File: src/cart_loader_defines.svh
// Fixed sizes of the iNES cartridge format and the loader memory map.
// Included by the loader package and by the modules that size counters
// or addresses from these values.

`ifndef CART_LOADER_DEFINES_SVH
`define CART_LOADER_DEFINES_SVH

// Cartridge header length in bytes
`define CL_HEADER_BYTES 16

// Byte address into the ROM memory
`define CL_ADDR_W 22

// 16 KiB PRG pages
`define CL_PRG_PAGE_SHIFT 14

// 8 KiB CHR pages
`define CL_CHR_PAGE_SHIFT 13

// CHR data sits in the upper half of the address space
`define CL_CHR_BASE 22'h200000

// Cycles the machine stays in reset once loading has finished
`define CL_RESET_HOLD 255

`endif
File: src/cart_loader_pkg.sv
// Shared types of the cartridge loader.
// Modules refer to them with the cart_loader_pkg:: prefix.

`include "cart_loader_defines.svh"

package cart_loader_pkg;

	// One byte on its way to ROM memory
	typedef struct packed {
		logic [`CL_ADDR_W-1:0] addr;
		logic [7:0]            data;
	} mem_write_t;

	// Mapper configuration handed to the emulated machine
	typedef struct packed {
		logic [7:0] submapper;   // NES 2.0 only
		logic       four_screen;
		logic       chr_ram;     // No CHR ROM in the image
		logic       mirroring;
		logic [2:0] chr_size;    // log2 of 8 KiB pages, rounded up
		logic [2:0] prg_size;    // log2 of 16 KiB pages, rounded up
		logic [7:0] mapper;
	} mapper_flags_t;

	typedef enum logic [2:0] {
		LOAD_HEADER,
		LOAD_PRG,
		LOAD_CHR,
		LOAD_DONE,
		LOAD_ERROR
	} loader_state_t;

endpackage

File: src/cart_loader_top.sv
// Cartridge loading front end with the controller port.
// Downloads are parsed and written to ROM memory, and the machine is
// kept in reset until a good image has settled.

`timescale 1ns/1ps
`include "cart_loader_defines.svh"

module cart_loader_top (
	input  logic                           clk,
	input  logic                           reset,
	input  logic                           dl_active,
	input  logic                           dl_req,
	input  logic [7:0]                     dl_data,
	output logic                           dl_ack,
	input  logic                           invert_mirroring,
	output logic                           mem_req,
	output cart_loader_pkg::mem_write_t    mem_wr,
	input  logic                           mem_ack,
	output cart_loader_pkg::mapper_flags_t mapper_flags,
	output logic                           busy,
	output logic                           loaded,
	output logic                           loader_error,
	output logic                           machine_reset,
	input  logic                           pad_strobe,
	input  logic [1:0]                     pad_clock,
	input  logic [7:0]                     buttons_a,
	input  logic [7:0]                     buttons_b,
	input  logic                           swap,
	output logic [1:0]                     pad_data
);

	cart_loader_pkg::mem_write_t wr;

	logic       byte_valid;
	logic [7:0] byte_data;
	logic       port_idle;
	logic       header_done;
	logic       header_ok;
	logic [7:0] prg_pages;
	logic [7:0] chr_pages;
	logic       wr_valid;
	logic       dl_active_q;
	logic       restart;
	logic       started;     // A download has been seen since reset
	logic [7:0] hold_cnt;

	assign restart = dl_active && !dl_active_q;

	always_ff @(posedge clk) begin
		if (reset) begin
			dl_active_q <= 1'b0;
			started     <= 1'b0;
			hold_cnt    <= '0;
		end else begin
			dl_active_q <= dl_active;
			if (dl_active)
				started <= 1'b1;
			if (dl_active || busy)
				hold_cnt <= 8'(`CL_RESET_HOLD);
			else if (hold_cnt != '0)
				hold_cnt <= hold_cnt - 8'd1;
		end
	end

	assign machine_reset = !started || dl_active || busy || (hold_cnt != '0) || loader_error;

	download_receiver download_receiver_inst (
		.clk        (clk),
		.reset      (reset),
		.dl_req     (dl_req),
		.dl_data    (dl_data),
		.port_idle  (port_idle),
		.dl_ack     (dl_ack),
		.byte_valid (byte_valid),
		.byte_data  (byte_data)
	);

	ines_header_parser ines_header_parser_inst (
		.clk              (clk),
		.reset            (reset),
		.restart          (restart),
		.byte_valid       (byte_valid),
		.byte_data        (byte_data),
		.invert_mirroring (invert_mirroring),
		.header_done      (header_done),
		.header_ok        (header_ok),
		.flags            (mapper_flags),
		.prg_pages        (prg_pages),
		.chr_pages        (chr_pages)
	);

	rom_image_sequencer rom_image_sequencer_inst (
		.clk         (clk),
		.reset       (reset),
		.restart     (restart),
		.byte_valid  (byte_valid),
		.byte_data   (byte_data),
		.header_done (header_done),
		.header_ok   (header_ok),
		.prg_pages   (prg_pages),
		.chr_pages   (chr_pages),
		.wr_valid    (wr_valid),
		.wr          (wr),
		.busy        (busy),
		.loaded      (loaded),
		.load_error  (loader_error)
	);

	mem_write_port mem_write_port_inst (
		.clk       (clk),
		.reset     (reset),
		.wr_valid  (wr_valid),
		.wr        (wr),
		.port_idle (port_idle),
		.mem_req   (mem_req),
		.mem_wr    (mem_wr),
		.mem_ack   (mem_ack)
	);

	joypad_serializer joypad_serializer_inst (
		.clk        (clk),
		.reset      (reset),
		.pad_strobe (pad_strobe),
		.pad_clock  (pad_clock),
		.buttons_a  (buttons_a),
		.buttons_b  (buttons_b),
		.swap       (swap),
		.pad_data   (pad_data)
	);

endmodule

File: src/joypad_serializer.sv
// Serial shift registers of the two controller ports.
// A strobe loads both button sets, and a falling edge on a port's clock
// moves the next button to its data line. swap exchanges the ports.

`timescale 1ns/1ps

module joypad_serializer (
	input  logic       clk,
	input  logic       reset,
	input  logic       pad_strobe,
	input  logic [1:0] pad_clock,
	input  logic [7:0] buttons_a,
	input  logic [7:0] buttons_b,
	input  logic       swap,
	output logic [1:0] pad_data
);

	logic [1:0][7:0] shifter;
	logic [1:0]      pad_clock_q;
	logic [1:0]      clock_fall;

	assign clock_fall = pad_clock_q & ~pad_clock;

	always_ff @(posedge clk) begin
		if (reset) begin
			shifter     <= '0;
			pad_clock_q <= '0;
		end else begin
			pad_clock_q <= pad_clock;
			if (pad_strobe) begin
				shifter[0] <= swap ? buttons_b : buttons_a;
				shifter[1] <= swap ? buttons_a : buttons_b;
			end else begin
				for (int i = 0; i < 2; i++) begin
					if (clock_fall[i])
						shifter[i] <= {1'b0, shifter[i][7:1]};   // Zeros once empty
				end
			end
		end
	end

	assign pad_data = {shifter[1][0], shifter[0][0]};

endmodule

File: src/mem_write_port.sv
// One-deep write buffer towards ROM memory.
// Holds a single write and offers it with a four-phase req/ack handshake;
// port_idle returns only once the memory has dropped its acknowledge.

`timescale 1ns/1ps

module mem_write_port (
	input  logic                        clk,
	input  logic                        reset,
	input  logic                        wr_valid,
	input  cart_loader_pkg::mem_write_t wr,
	output logic                        port_idle,
	output logic                        mem_req,
	output cart_loader_pkg::mem_write_t mem_wr,
	input  logic                        mem_ack
);

	logic pending;   // Write held until the handshake is fully closed

	assign port_idle = !pending;

	always_ff @(posedge clk) begin
		if (reset) begin
			pending <= 1'b0;
			mem_req <= 1'b0;
		end else begin
			if (!pending && wr_valid) begin
				pending <= 1'b1;
				mem_req <= 1'b1;
			end else if (mem_req && mem_ack) begin
				mem_req <= 1'b0;   // Memory took it
			end else if (pending && !mem_req && !mem_ack) begin
				pending <= 1'b0;
			end
		end
	end

	// Stays stable while mem_req is up
	always_ff @(posedge clk) begin
		if (!pending && wr_valid)
			mem_wr <= wr;
	end

endmodule

File: src/rom_image_sequencer.sv
// Places the PRG and CHR sections of the image into ROM memory.
// Each payload byte becomes one write request; PRG starts at address 0 and
// CHR at the CHR base. Bytes after the image are accepted and dropped.

`timescale 1ns/1ps
`include "cart_loader_defines.svh"

module rom_image_sequencer (
	input  logic                        clk,
	input  logic                        reset,
	input  logic                        restart,
	input  logic                        byte_valid,
	input  logic [7:0]                  byte_data,
	input  logic                        header_done,
	input  logic                        header_ok,
	input  logic [7:0]                  prg_pages,
	input  logic [7:0]                  chr_pages,
	output logic                        wr_valid,
	output cart_loader_pkg::mem_write_t wr,
	output logic                        busy,
	output logic                        loaded,
	output logic                        load_error
);

	cart_loader_pkg::loader_state_t state;

	logic [`CL_ADDR_W-1:0] addr;
	logic [`CL_ADDR_W-1:0] remaining;   // Bytes left in the current section
	logic [`CL_ADDR_W-1:0] prg_bytes;
	logic [`CL_ADDR_W-1:0] chr_bytes;
	logic                  in_payload;
	logic                  section_end;

	assign prg_bytes = {{(`CL_ADDR_W - 8){1'b0}}, prg_pages} << `CL_PRG_PAGE_SHIFT;
	assign chr_bytes = {{(`CL_ADDR_W - 8){1'b0}}, chr_pages} << `CL_CHR_PAGE_SHIFT;

	assign in_payload = (state == cart_loader_pkg::LOAD_PRG)
		|| (state == cart_loader_pkg::LOAD_CHR);

	assign wr_valid = byte_valid && in_payload && (remaining != '0);

	always_comb begin
		wr.addr = addr;
		wr.data = byte_data;
	end

	// Last byte going out now, or an empty section
	assign section_end = (remaining == '0)
		|| (wr_valid && (remaining == `CL_ADDR_W'(1)));

	always_ff @(posedge clk) begin
		if (reset || restart) begin
			state      <= cart_loader_pkg::LOAD_HEADER;
			busy       <= 1'b0;
			loaded     <= 1'b0;
			load_error <= 1'b0;
			addr       <= '0;
			remaining  <= '0;
		end else begin
			case (state)
				cart_loader_pkg::LOAD_HEADER: begin
					if (header_done) begin
						if (header_ok) begin
							state     <= cart_loader_pkg::LOAD_PRG;
							busy      <= 1'b1;
							addr      <= '0;
							remaining <= prg_bytes;
						end else begin
							state      <= cart_loader_pkg::LOAD_ERROR;
							load_error <= 1'b1;
						end
					end
				end
				cart_loader_pkg::LOAD_PRG: begin
					if (section_end) begin
						if (chr_pages == 8'd0) begin   // CHR RAM, nothing more to place
							state  <= cart_loader_pkg::LOAD_DONE;
							busy   <= 1'b0;
							loaded <= 1'b1;
						end else begin
							state     <= cart_loader_pkg::LOAD_CHR;
							addr      <= `CL_CHR_BASE;
							remaining <= chr_bytes;
						end
					end else if (wr_valid) begin
						addr      <= addr + 1'b1;
						remaining <= remaining - 1'b1;
					end
				end
				cart_loader_pkg::LOAD_CHR: begin
					if (section_end) begin
						state  <= cart_loader_pkg::LOAD_DONE;
						busy   <= 1'b0;
						loaded <= 1'b1;
					end else if (wr_valid) begin
						addr      <= addr + 1'b1;
						remaining <= remaining - 1'b1;
					end
				end
				default: ;   // Done or error, wait for the next download
			endcase
		end
	end

endmodule

File: src/ines_header_parser.sv
// Collects the 16-byte iNES header from the download stream and decodes it.
// header_done pulses once after the last header byte; the decoded fields
// stay valid until the next restart.

`timescale 1ns/1ps
`include "cart_loader_defines.svh"

module ines_header_parser (
	input  logic                          clk,
	input  logic                          reset,
	input  logic                          restart,
	input  logic                          byte_valid,
	input  logic [7:0]                    byte_data,
	input  logic                          invert_mirroring,
	output logic                          header_done,
	output logic                          header_ok,
	output cart_loader_pkg::mapper_flags_t flags,
	output logic [7:0]                    prg_pages,
	output logic [7:0]                    chr_pages
);

	logic [7:0] hdr [`CL_HEADER_BYTES];
	logic [4:0] count;
	logic       capturing;
	logic       is_nes20;
	logic       is_dirty;

	// Smallest n with pages <= 2^n, saturating at 7
	function automatic logic [2:0] size_code(input logic [7:0] pages);
		logic [2:0] code;
		code = 3'd7;
		for (int n = 6; n >= 0; n--) begin
			if (pages <= (9'd1 << n))
				code = 3'(n);
		end
		return code;
	endfunction

	assign capturing = byte_valid && (count < 5'(`CL_HEADER_BYTES));

	always_ff @(posedge clk) begin
		if (reset || restart) begin
			count       <= '0;
			header_done <= 1'b0;
		end else begin
			header_done <= 1'b0;
			if (capturing) begin
				count <= count + 5'd1;
				if (count == 5'(`CL_HEADER_BYTES - 1))
					header_done <= 1'b1;
			end
		end
	end

	always_ff @(posedge clk) begin
		if (capturing)
			hdr[count[3:0]] <= byte_data;
	end

	assign prg_pages = hdr[4];
	assign chr_pages = hdr[5];

	// "NES" followed by EOF, and no trainer block
	assign header_ok = (hdr[0] == 8'h4E) && (hdr[1] == 8'h45) && (hdr[2] == 8'h53)
		&& (hdr[3] == 8'h1A) && !hdr[6][2];

	assign is_nes20 = (hdr[7][3:2] == 2'b10);

	// Old dumps often carry junk in the tail of an iNES 1.0 header
	assign is_dirty = !is_nes20 && (|{hdr[9][7:1], hdr[10], hdr[11], hdr[12],
		hdr[13], hdr[14], hdr[15]});

	always_comb begin
		flags.submapper   = is_nes20 ? hdr[8] : 8'h00;
		flags.four_screen = hdr[6][3];
		flags.chr_ram     = (chr_pages == 8'd0);
		flags.mirroring   = hdr[6][0] ^ invert_mirroring;
		flags.chr_size    = size_code(chr_pages);
		flags.prg_size    = size_code(prg_pages);
		flags.mapper      = {is_dirty ? 4'h0 : hdr[7][7:4], hdr[6][7:4]};
	end

endmodule

File: src/download_receiver.sv
// Receive side of the four-phase download handshake.
// Each accepted byte gives a one-cycle byte_valid strobe with the data held
// on byte_data. A byte is only accepted while the write port is empty.

`timescale 1ns/1ps

module download_receiver (
	input  logic       clk,
	input  logic       reset,
	input  logic       dl_req,
	input  logic [7:0] dl_data,
	input  logic       port_idle,
	output logic       dl_ack,
	output logic       byte_valid,
	output logic [7:0] byte_data
);

	logic accept;

	// New request, previous one fully closed, and room downstream
	assign accept = dl_req && !dl_ack && port_idle;

	always_ff @(posedge clk) begin
		if (reset) begin
			dl_ack     <= 1'b0;
			byte_valid <= 1'b0;
		end else begin
			byte_valid <= accept;
			if (accept)
				dl_ack <= 1'b1;
			else if (dl_ack && !dl_req)
				dl_ack <= 1'b0;   // Source released, close the handshake
		end
	end

	always_ff @(posedge clk) begin
		if (accept)
			byte_data <= dl_data;
	end

endmodule

File: config.mk
export PLATFORM = sky130hd
export DESIGN_NAME = cart_loader_top
export DESIGN_NICKNAME = d
export VERILOG_FILES = /design/src/cart_loader_pkg.sv /design/src/cart_loader_top.sv /design/src/joypad_serializer.sv /design/src/mem_write_port.sv /design/src/rom_image_sequencer.sv /design/src/ines_header_parser.sv /design/src/download_receiver.sv
export VERILOG_INCLUDE_DIRS = /design/src /design/src/src
export SDC_FILE = /design/constraint.sdc
export NUM_CORES = 1
export LEC_CHECK = 0
export ABC_AREA = 1
export ABC_CLOCK_PERIOD_IN_PS = 2900
export BUFFER_PORTS_ARGS = -buffer_cell sky130_fd_sc_hd__buf_2
export CORE_UTILIZATION = 50
export DETAILED_ROUTE_END_ITERATION = 10
export PLACE_DENSITY = 0.77
export SLEW_MARGIN = 20
export SYNTH_ARGS = -nofsm -noshare
export SYNTH_HDL_FRONTEND = slang
export SYNTH_SLANG_ARGS = --single-unit
File: constraint.sdc
create_clock -name clk -period 2.9 [get_ports clk]
set_input_delay 0.87 -clock clk [delete_from_list [all_inputs] [get_ports clk]]
set_output_delay 0.87 -clock clk [all_outputs]
set_load 0.01 [all_outputs]
# Yosys cells after proc, flatten, opt, wreduce, memory -nomap -nowiden
# Memory sizes are Yosys's and may differ from the RTL's.
# Index checks and enable logic that the tools add are counted.
[totals]
register_bits = 126
latchBits = 0
mem_bits_rw = 128
rom_bits = 0
inputBits = 34
out_inout_bits = 63
word_cells = 181
n_memories = 1
[op_classes]
add_sub_neg = 4
n_mul = 0
n_div = 0
order_cmp = 15
n_eq_ne = 17
shifts = 0
muxes = 63
bitwise_logic = 5
reduce_logical = 55
[memory_table]
columns = ["memory", "depth", "width", "rd", "rd_clocked_by_memory_dff", "write_ports", "line", "text"]
rows = [
  ["ines_header_parser_inst.hdr", 16, 8, 16, 0, 1, "ines_header_parser.sv:22", "logic [7:0] hdr [`CL_HEADER_BYTES];"],
]
[op_table]
columns = ["op", "n"]
rows = [
  ["22-bit 2-to-1 mux", 12],
  ["22-bit case mux with 3 select lines", 2],
  ["8-bit 2-to-1 mux", 7],
  ["55-bit OR reduction", 1],
  ["3-bit 2-to-1 mux", 12],
  ["8-bit by 7-bit == test with 1-bit output, second input constant", 3],
  ["22-bit by 1-bit adder with 22-bit output, second input constant", 1],
  ["22-bit by 1-bit == test with 1-bit output, second input constant", 1],
  ["22-bit logical NOT", 1],
  ["22-bit nonzero test", 1],
  ["22-bit by 1-bit subtractor with 22-bit output, second input constant", 1],
  ["1-bit 2-to-1 mux", 21],
  ["1-bit logical AND", 17],
  ["8-bit by 1-bit <= comparator with 1-bit output, second input constant", 2],
  ["8-bit by 2-bit <= comparator with 1-bit output, second input constant", 2],
  ["8-bit by 3-bit <= comparator with 1-bit output, second input constant", 2],
  ["8-bit by 4-bit <= comparator with 1-bit output, second input constant", 2],
  ["8-bit by 5-bit <= comparator with 1-bit output, second input constant", 2],
  ["8-bit by 6-bit <= comparator with 1-bit output, second input constant", 2],
  ["8-bit by 7-bit <= comparator with 1-bit output, second input constant", 2],
  ["16-bit 2-to-1 mux", 1],
  ["2-bit nonzero test", 7],
  ["2-bit inequality test, second input constant", 5],
  ["1-bit logical NOT", 9],
  ["30 further kinds", 43],
]

# Depth between registers and ports, before layout
# An unclocked memory read counts as a cell.
[depth]
ltp_word = 9
mapped_depth = 15
depth_no_buf = 14

# Cells and area by module
# From an unflattened synthesis, not the netlist that was laid out.
[hier_totals]
cells_unflattened = 1373
area_unflattened_um2 = 11746.3
[by_module_without_submodules]
columns = ["mod", "instances", "cells_per_inst", "area_per_inst_um2", "seq_area_each_um2"]
rows = [
  ["ines_header_parser", 1, 375, 4931.0, 3843.7],
  ["rom_image_sequencer", 1, 683, 3834.9, 1001.0],
  ["joypad_serializer", 1, 177, 1113.6, 360.3],
  ["mem_write_port", 1, 40, 984.7, 940.9],
  ["cart_loader_top", 1, 81, 569.3, 200.2],
  ["download_receiver", 1, 17, 312.8, 280.3],
]

# Least setup slack after synthesis
# OpenSTA, ideal clock, no wires.
[synth_path]
kind = "register to register"
startpoint = "reg rom_image_sequencer_inst.remaining[0]"
endpoint = "reg, netlist name mem_write_port_inst.mem_wr[0]"
setup_time_ns = 0.418
arrival_time_ns = 2.484
t_required_ns = 2.482
slack_ns = -0.002
stages_incl_launch_ff = 9
n_path_buf = 1
synth_period_minus_slack_ns = 2.902
path_cell_list = "dfxtp_1 inv_1 ha_1 nand2_1 nor2_1 nand3_2 nand2_1 buf_2 nor2_1"
[synth_via]
elab_chain_len = 3
[synth_rtl]
columns = ["item", "line", "text"]
rows = [
  ["start, declared", "rom_image_sequencer.sv:28", "logic [`CL_ADDR_W-1:0] remaining;"],
  ["start signal, assigned", "rom_image_sequencer.sv:67", "remaining <= prg_bytes;"],
  ["start signal, assigned", "rom_image_sequencer.sv:83", "remaining <= chr_bytes;"],
  ["start signal, assigned", "rom_image_sequencer.sv:87", "remaining <= remaining - 1'b1;"],
  ["22-bit nonzero test", "rom_image_sequencer.sv:40", "assign wr_valid = byte_valid && in_payload && (remaining != '0);"],
  ["1-bit logical AND", "rom_image_sequencer.sv:40", ""],
  ["1-bit logical AND", "mem_write_port.sv:40", "if (!pending && wr_valid)"],
]
# No other way between the ends.
# A chain may end at the register's enable or synchronous reset.

==> reports/metrics.csv <==
stage;metric;value;unit
outcome;outcome;complete, but fails checks;
outcome;violations;negative setup slack;
floorplanning;die_h;150;um
min_path;holdPathStages;2;
power;p_leak;5.10;nW
timing;postLayoutSetupSlackWorst;-0.214;ns
timing;tns;-0.246;ns
min_path;hold_class;reg -> reg;
floorplanning;rows;53;
cells_and_area;drive_gt1_frac;0.172;
grt;grt_use_total;0.210;
setup_path;rr_worst_depth;11;
routing;first_iter_violations;642;
clocking;hold_buffers;0;
grt;met1_usage;0.297;
setup_path;worst-path-buf-inv;1;
placed_design;dpl_cell_area;0.0116;mm2
placed_design;gp_congestion;0.872;
cells_and_area;diodes;0;
placed_design;io_buffer_count;96;
power;p_total;7.20;mW
logic_synthesis;avgSynthCellArea;9.27;um2
logic_synthesis;syn_nets;1218;
setup_path;required;2.03;ns
routing;viasPerCell;5.30;
timing;timing.final.crit_share;1.07;
power;power_density;568;mW/mm2
timing;drv_slew;0;
cells_and_area;layout_commonest_cell;nand2_1;
clocking;tritoncts;built;
cells_and_area;utilization;0.600;
setup_path;cp_data_arrival_time;2.24;ns
setup_path;critPathKind;reg -> out;
logic_synthesis;synthesis.area;0.0109;mm2
cells_and_area;nets;1340;
logic_synthesis;ys_seq_elements;250;
floorplanning;ios;97;
clocking;clock_sinks;250;
grt;antenna_found_initial;0;
timing;max_freq;321;MHz
cells_and_area;fin_area;0.0127;mm2
cells_and_area;area_growth;16.6;%
timing;timing.hold.ws;0.466;ns
setup_path;cp_common_cell;nand2_1;
logic_synthesis;synth_flop_cell;edfxtp_1;
routing;wirelength;23.4;mm
timing;hold_viol;0;
clocking;root_buffer;clkbuf_16;
setup_path;critPathTopFamily;simple AND/OR/NAND/NOR gates;
setup_path;worst-path-max-fanout;2;
logic_synthesis;async_flop_share;0;
setup_path;path_depth;10;
setup_path;crit_path_top_delay_cell;edfxtp_1;
clocking;insertion_delay;0.53;ns
grt;grt-ovfl-total;0;
clocking;cts_max_level;1;
floorplanning;initial_core_util;0.514;
grt;grt-busiest-layer;met2;
grt;grt_pass1_wl;37.3;mm
timing;relSlewSlack;0.452;
setup_path;crit_path_max_incr_delay;0.44;ns
grt;grt_max_degree;50;
cells_and_area;layout_common_cells;nand2_1, nor2_1, edfxtp_1;
logic_synthesis;synth_edf_count;162;
routing;drc;0;
routing;first_pass_iters;6;
routing;num_vias;8421;
timing;layout_min_cycle_time;3.11;ns
logic_synthesis;ys_types;42;
logic_synthesis;ys_seq_area_frac;0.609;
setup_path;path_cells;nor3_4 -> nand2_2 -> o21ai_2 -> nand2_1 -> o21ai_1 -> nand3_1 -> nand2_1 -> a21oi_1 -> nor2_1 -> buf_2;
clocking;numCtsBuffers;25;
clocking;cts_buffer_depth;3;
setup_path;critPathCaptureType;primary output;
grt;grt_use_met2;0.334;
floorplanning;core;0.0212;mm2
cells_and_area;fillCellCount;1761;
routing;wl_per_cell;14.7;um
grt;grt_use_met3;0.0323;
routing;postRouteAntennaNets;0;
floorplanning;die_w;150;um
placed_design;dpl.hpwl;15.5;mm
timing;tightest_slew;0.821;ns
setup_path;start_kind;register;
power;vdd_drop_max;0.434;mV
logic_synthesis;yosysWarnings;0;
floorplanning;die-area;0.0224;mm2
clocking;clkTransAtPathRegs;0.06;ns
timing;rsz0062_at_grt;yes;
job;cap_violations;0;
grt;grt_pass1_vias;7690;
timing;skew;0.0170;ns
logic_synthesis;syn_inst;1174;
timing;setup_viol;4;
-- sequential cells by signal, indices dropped and copies added, names as in the netlist, 2 cells and up --
name / cells
mem_write_port_inst.mem_wr: 30
rom_image_sequencer_inst.state: 3
download_receiver_inst.byte_data: 8
hold_cnt: 8
rom_image_sequencer_inst.remaining: 22
joypad_serializer_inst.pad_data: 2
rom_image_sequencer_inst.addr: 22
joypad_serializer_inst.pad_clock_q: 2
joypad_serializer_inst.shifter: 14
ines_header_parser_inst.hdr: 124
ines_header_parser_inst.count: 5
-- metal layers --
metal	up-vias	wire, um
met3	41	1650
met4	0	468
met5	-	0
met1	3925	10700
met2	300	10600
li1	4155	-
-- logic make-up (layout without fill, tap and decap cells) --
family | count (synthesis) | after routing | synth area share
compound gates | 129 | 129 | 0.0648
fa+ha+maj | 10 | 10 | 0.0115
buf+inv | 166 | 307 | 0.0622
simple gates | 608 | 608 | 0.244
flops | 250 | 250 | 0.609
xor+xnor | 11 | 11 | 0.00886
-- worst paths after layout --
check	start	to	slack (ns)
worst max-delay path	ines_header_parser_inst.hdr[5][1]	mapper_flags[11]	-0.21
worst min-delay path	joypad_serializer_inst.shifter[15]	joypad_serializer_inst.shifter[15]	0.47
worst max register to register	ines_header_parser_inst.hdr[5][1]	rom_image_sequencer_inst.remaining[9]	0.53
worst min register to register	joypad_serializer_inst.shifter[15]	joypad_serializer_inst.shifter[15]	0.47
-- power by group --
part	switching, mW	leakage, nW	total, mW	internal, mW
registers	0.0694	2.14	3.91	3.84
clock network	1.30	0.397	3.08	1.78
logic	0.132	2.56	0.212	0.0804
-- worst register-to-register path, delay by kind of cell, from the launching register on --
kind | cells | cell delay [ns]
buffers and inverters | 2 | 0.35
flip-flops | 1 | 0.44
AND/OR/NAND/NOR | 6 | 0.92
AO/OA/AOI/OAI | 3 | 0.59
-- Yosys cell counts (11+ instances only) --
library cell / n / area (um2)
edfxtp_1: 162 / 4860
nand3_1: 69 / 345
a21oi_1: 60 / 300
nand4_1: 28 / 175
nand3b_1: 11 / 82.6
nor2_1: 210 / 788
nand2_1: 230 / 863
nor3_1: 17 / 85.1
dfxtp_1: 88 / 1760
clkbuf_1: 14 / 52.6
nor4_1: 18 / 113
o21ai_0: 44 / 220
inv_1: 124 / 465
-- layout make-up --
class | count | area [um2] | share of cell area
repair buffers | 130 | 736 | 0.0580
well taps | 275 | 344 | 0.0271
clock buffers | 27 | 643 | 0.0507
flip-flops and latches | 250 | 6630 | 0.522
multi-input cells | 758 | 3700 | 0.292
inverters | 131 | 492 | 0.0388
clock inverters | 19 | 148 | 0.0116
-- stage by stage --
step | std cells | setup WS [ns]
floorplan | 1174 | 0.386
global placement | 1524 | 0.357
detailed placement | 1524 | 0.271
CTS | 1582 | -0.0570
global route | 1590 | -0.379
finish | 1590 | -0.214
-- repair_timing --
| action | 4_1_cts | 5_1_grt |
|---|---|---|
| setup buffers | 12 | 8 |
| cloned | 0 | 0 |
| endpoints found under the setup margin | 9 | 9 |
| pin swaps | 5 | 6 |
| resized for setup | 21 | 18 |
(Power assumes the default switching activity.)
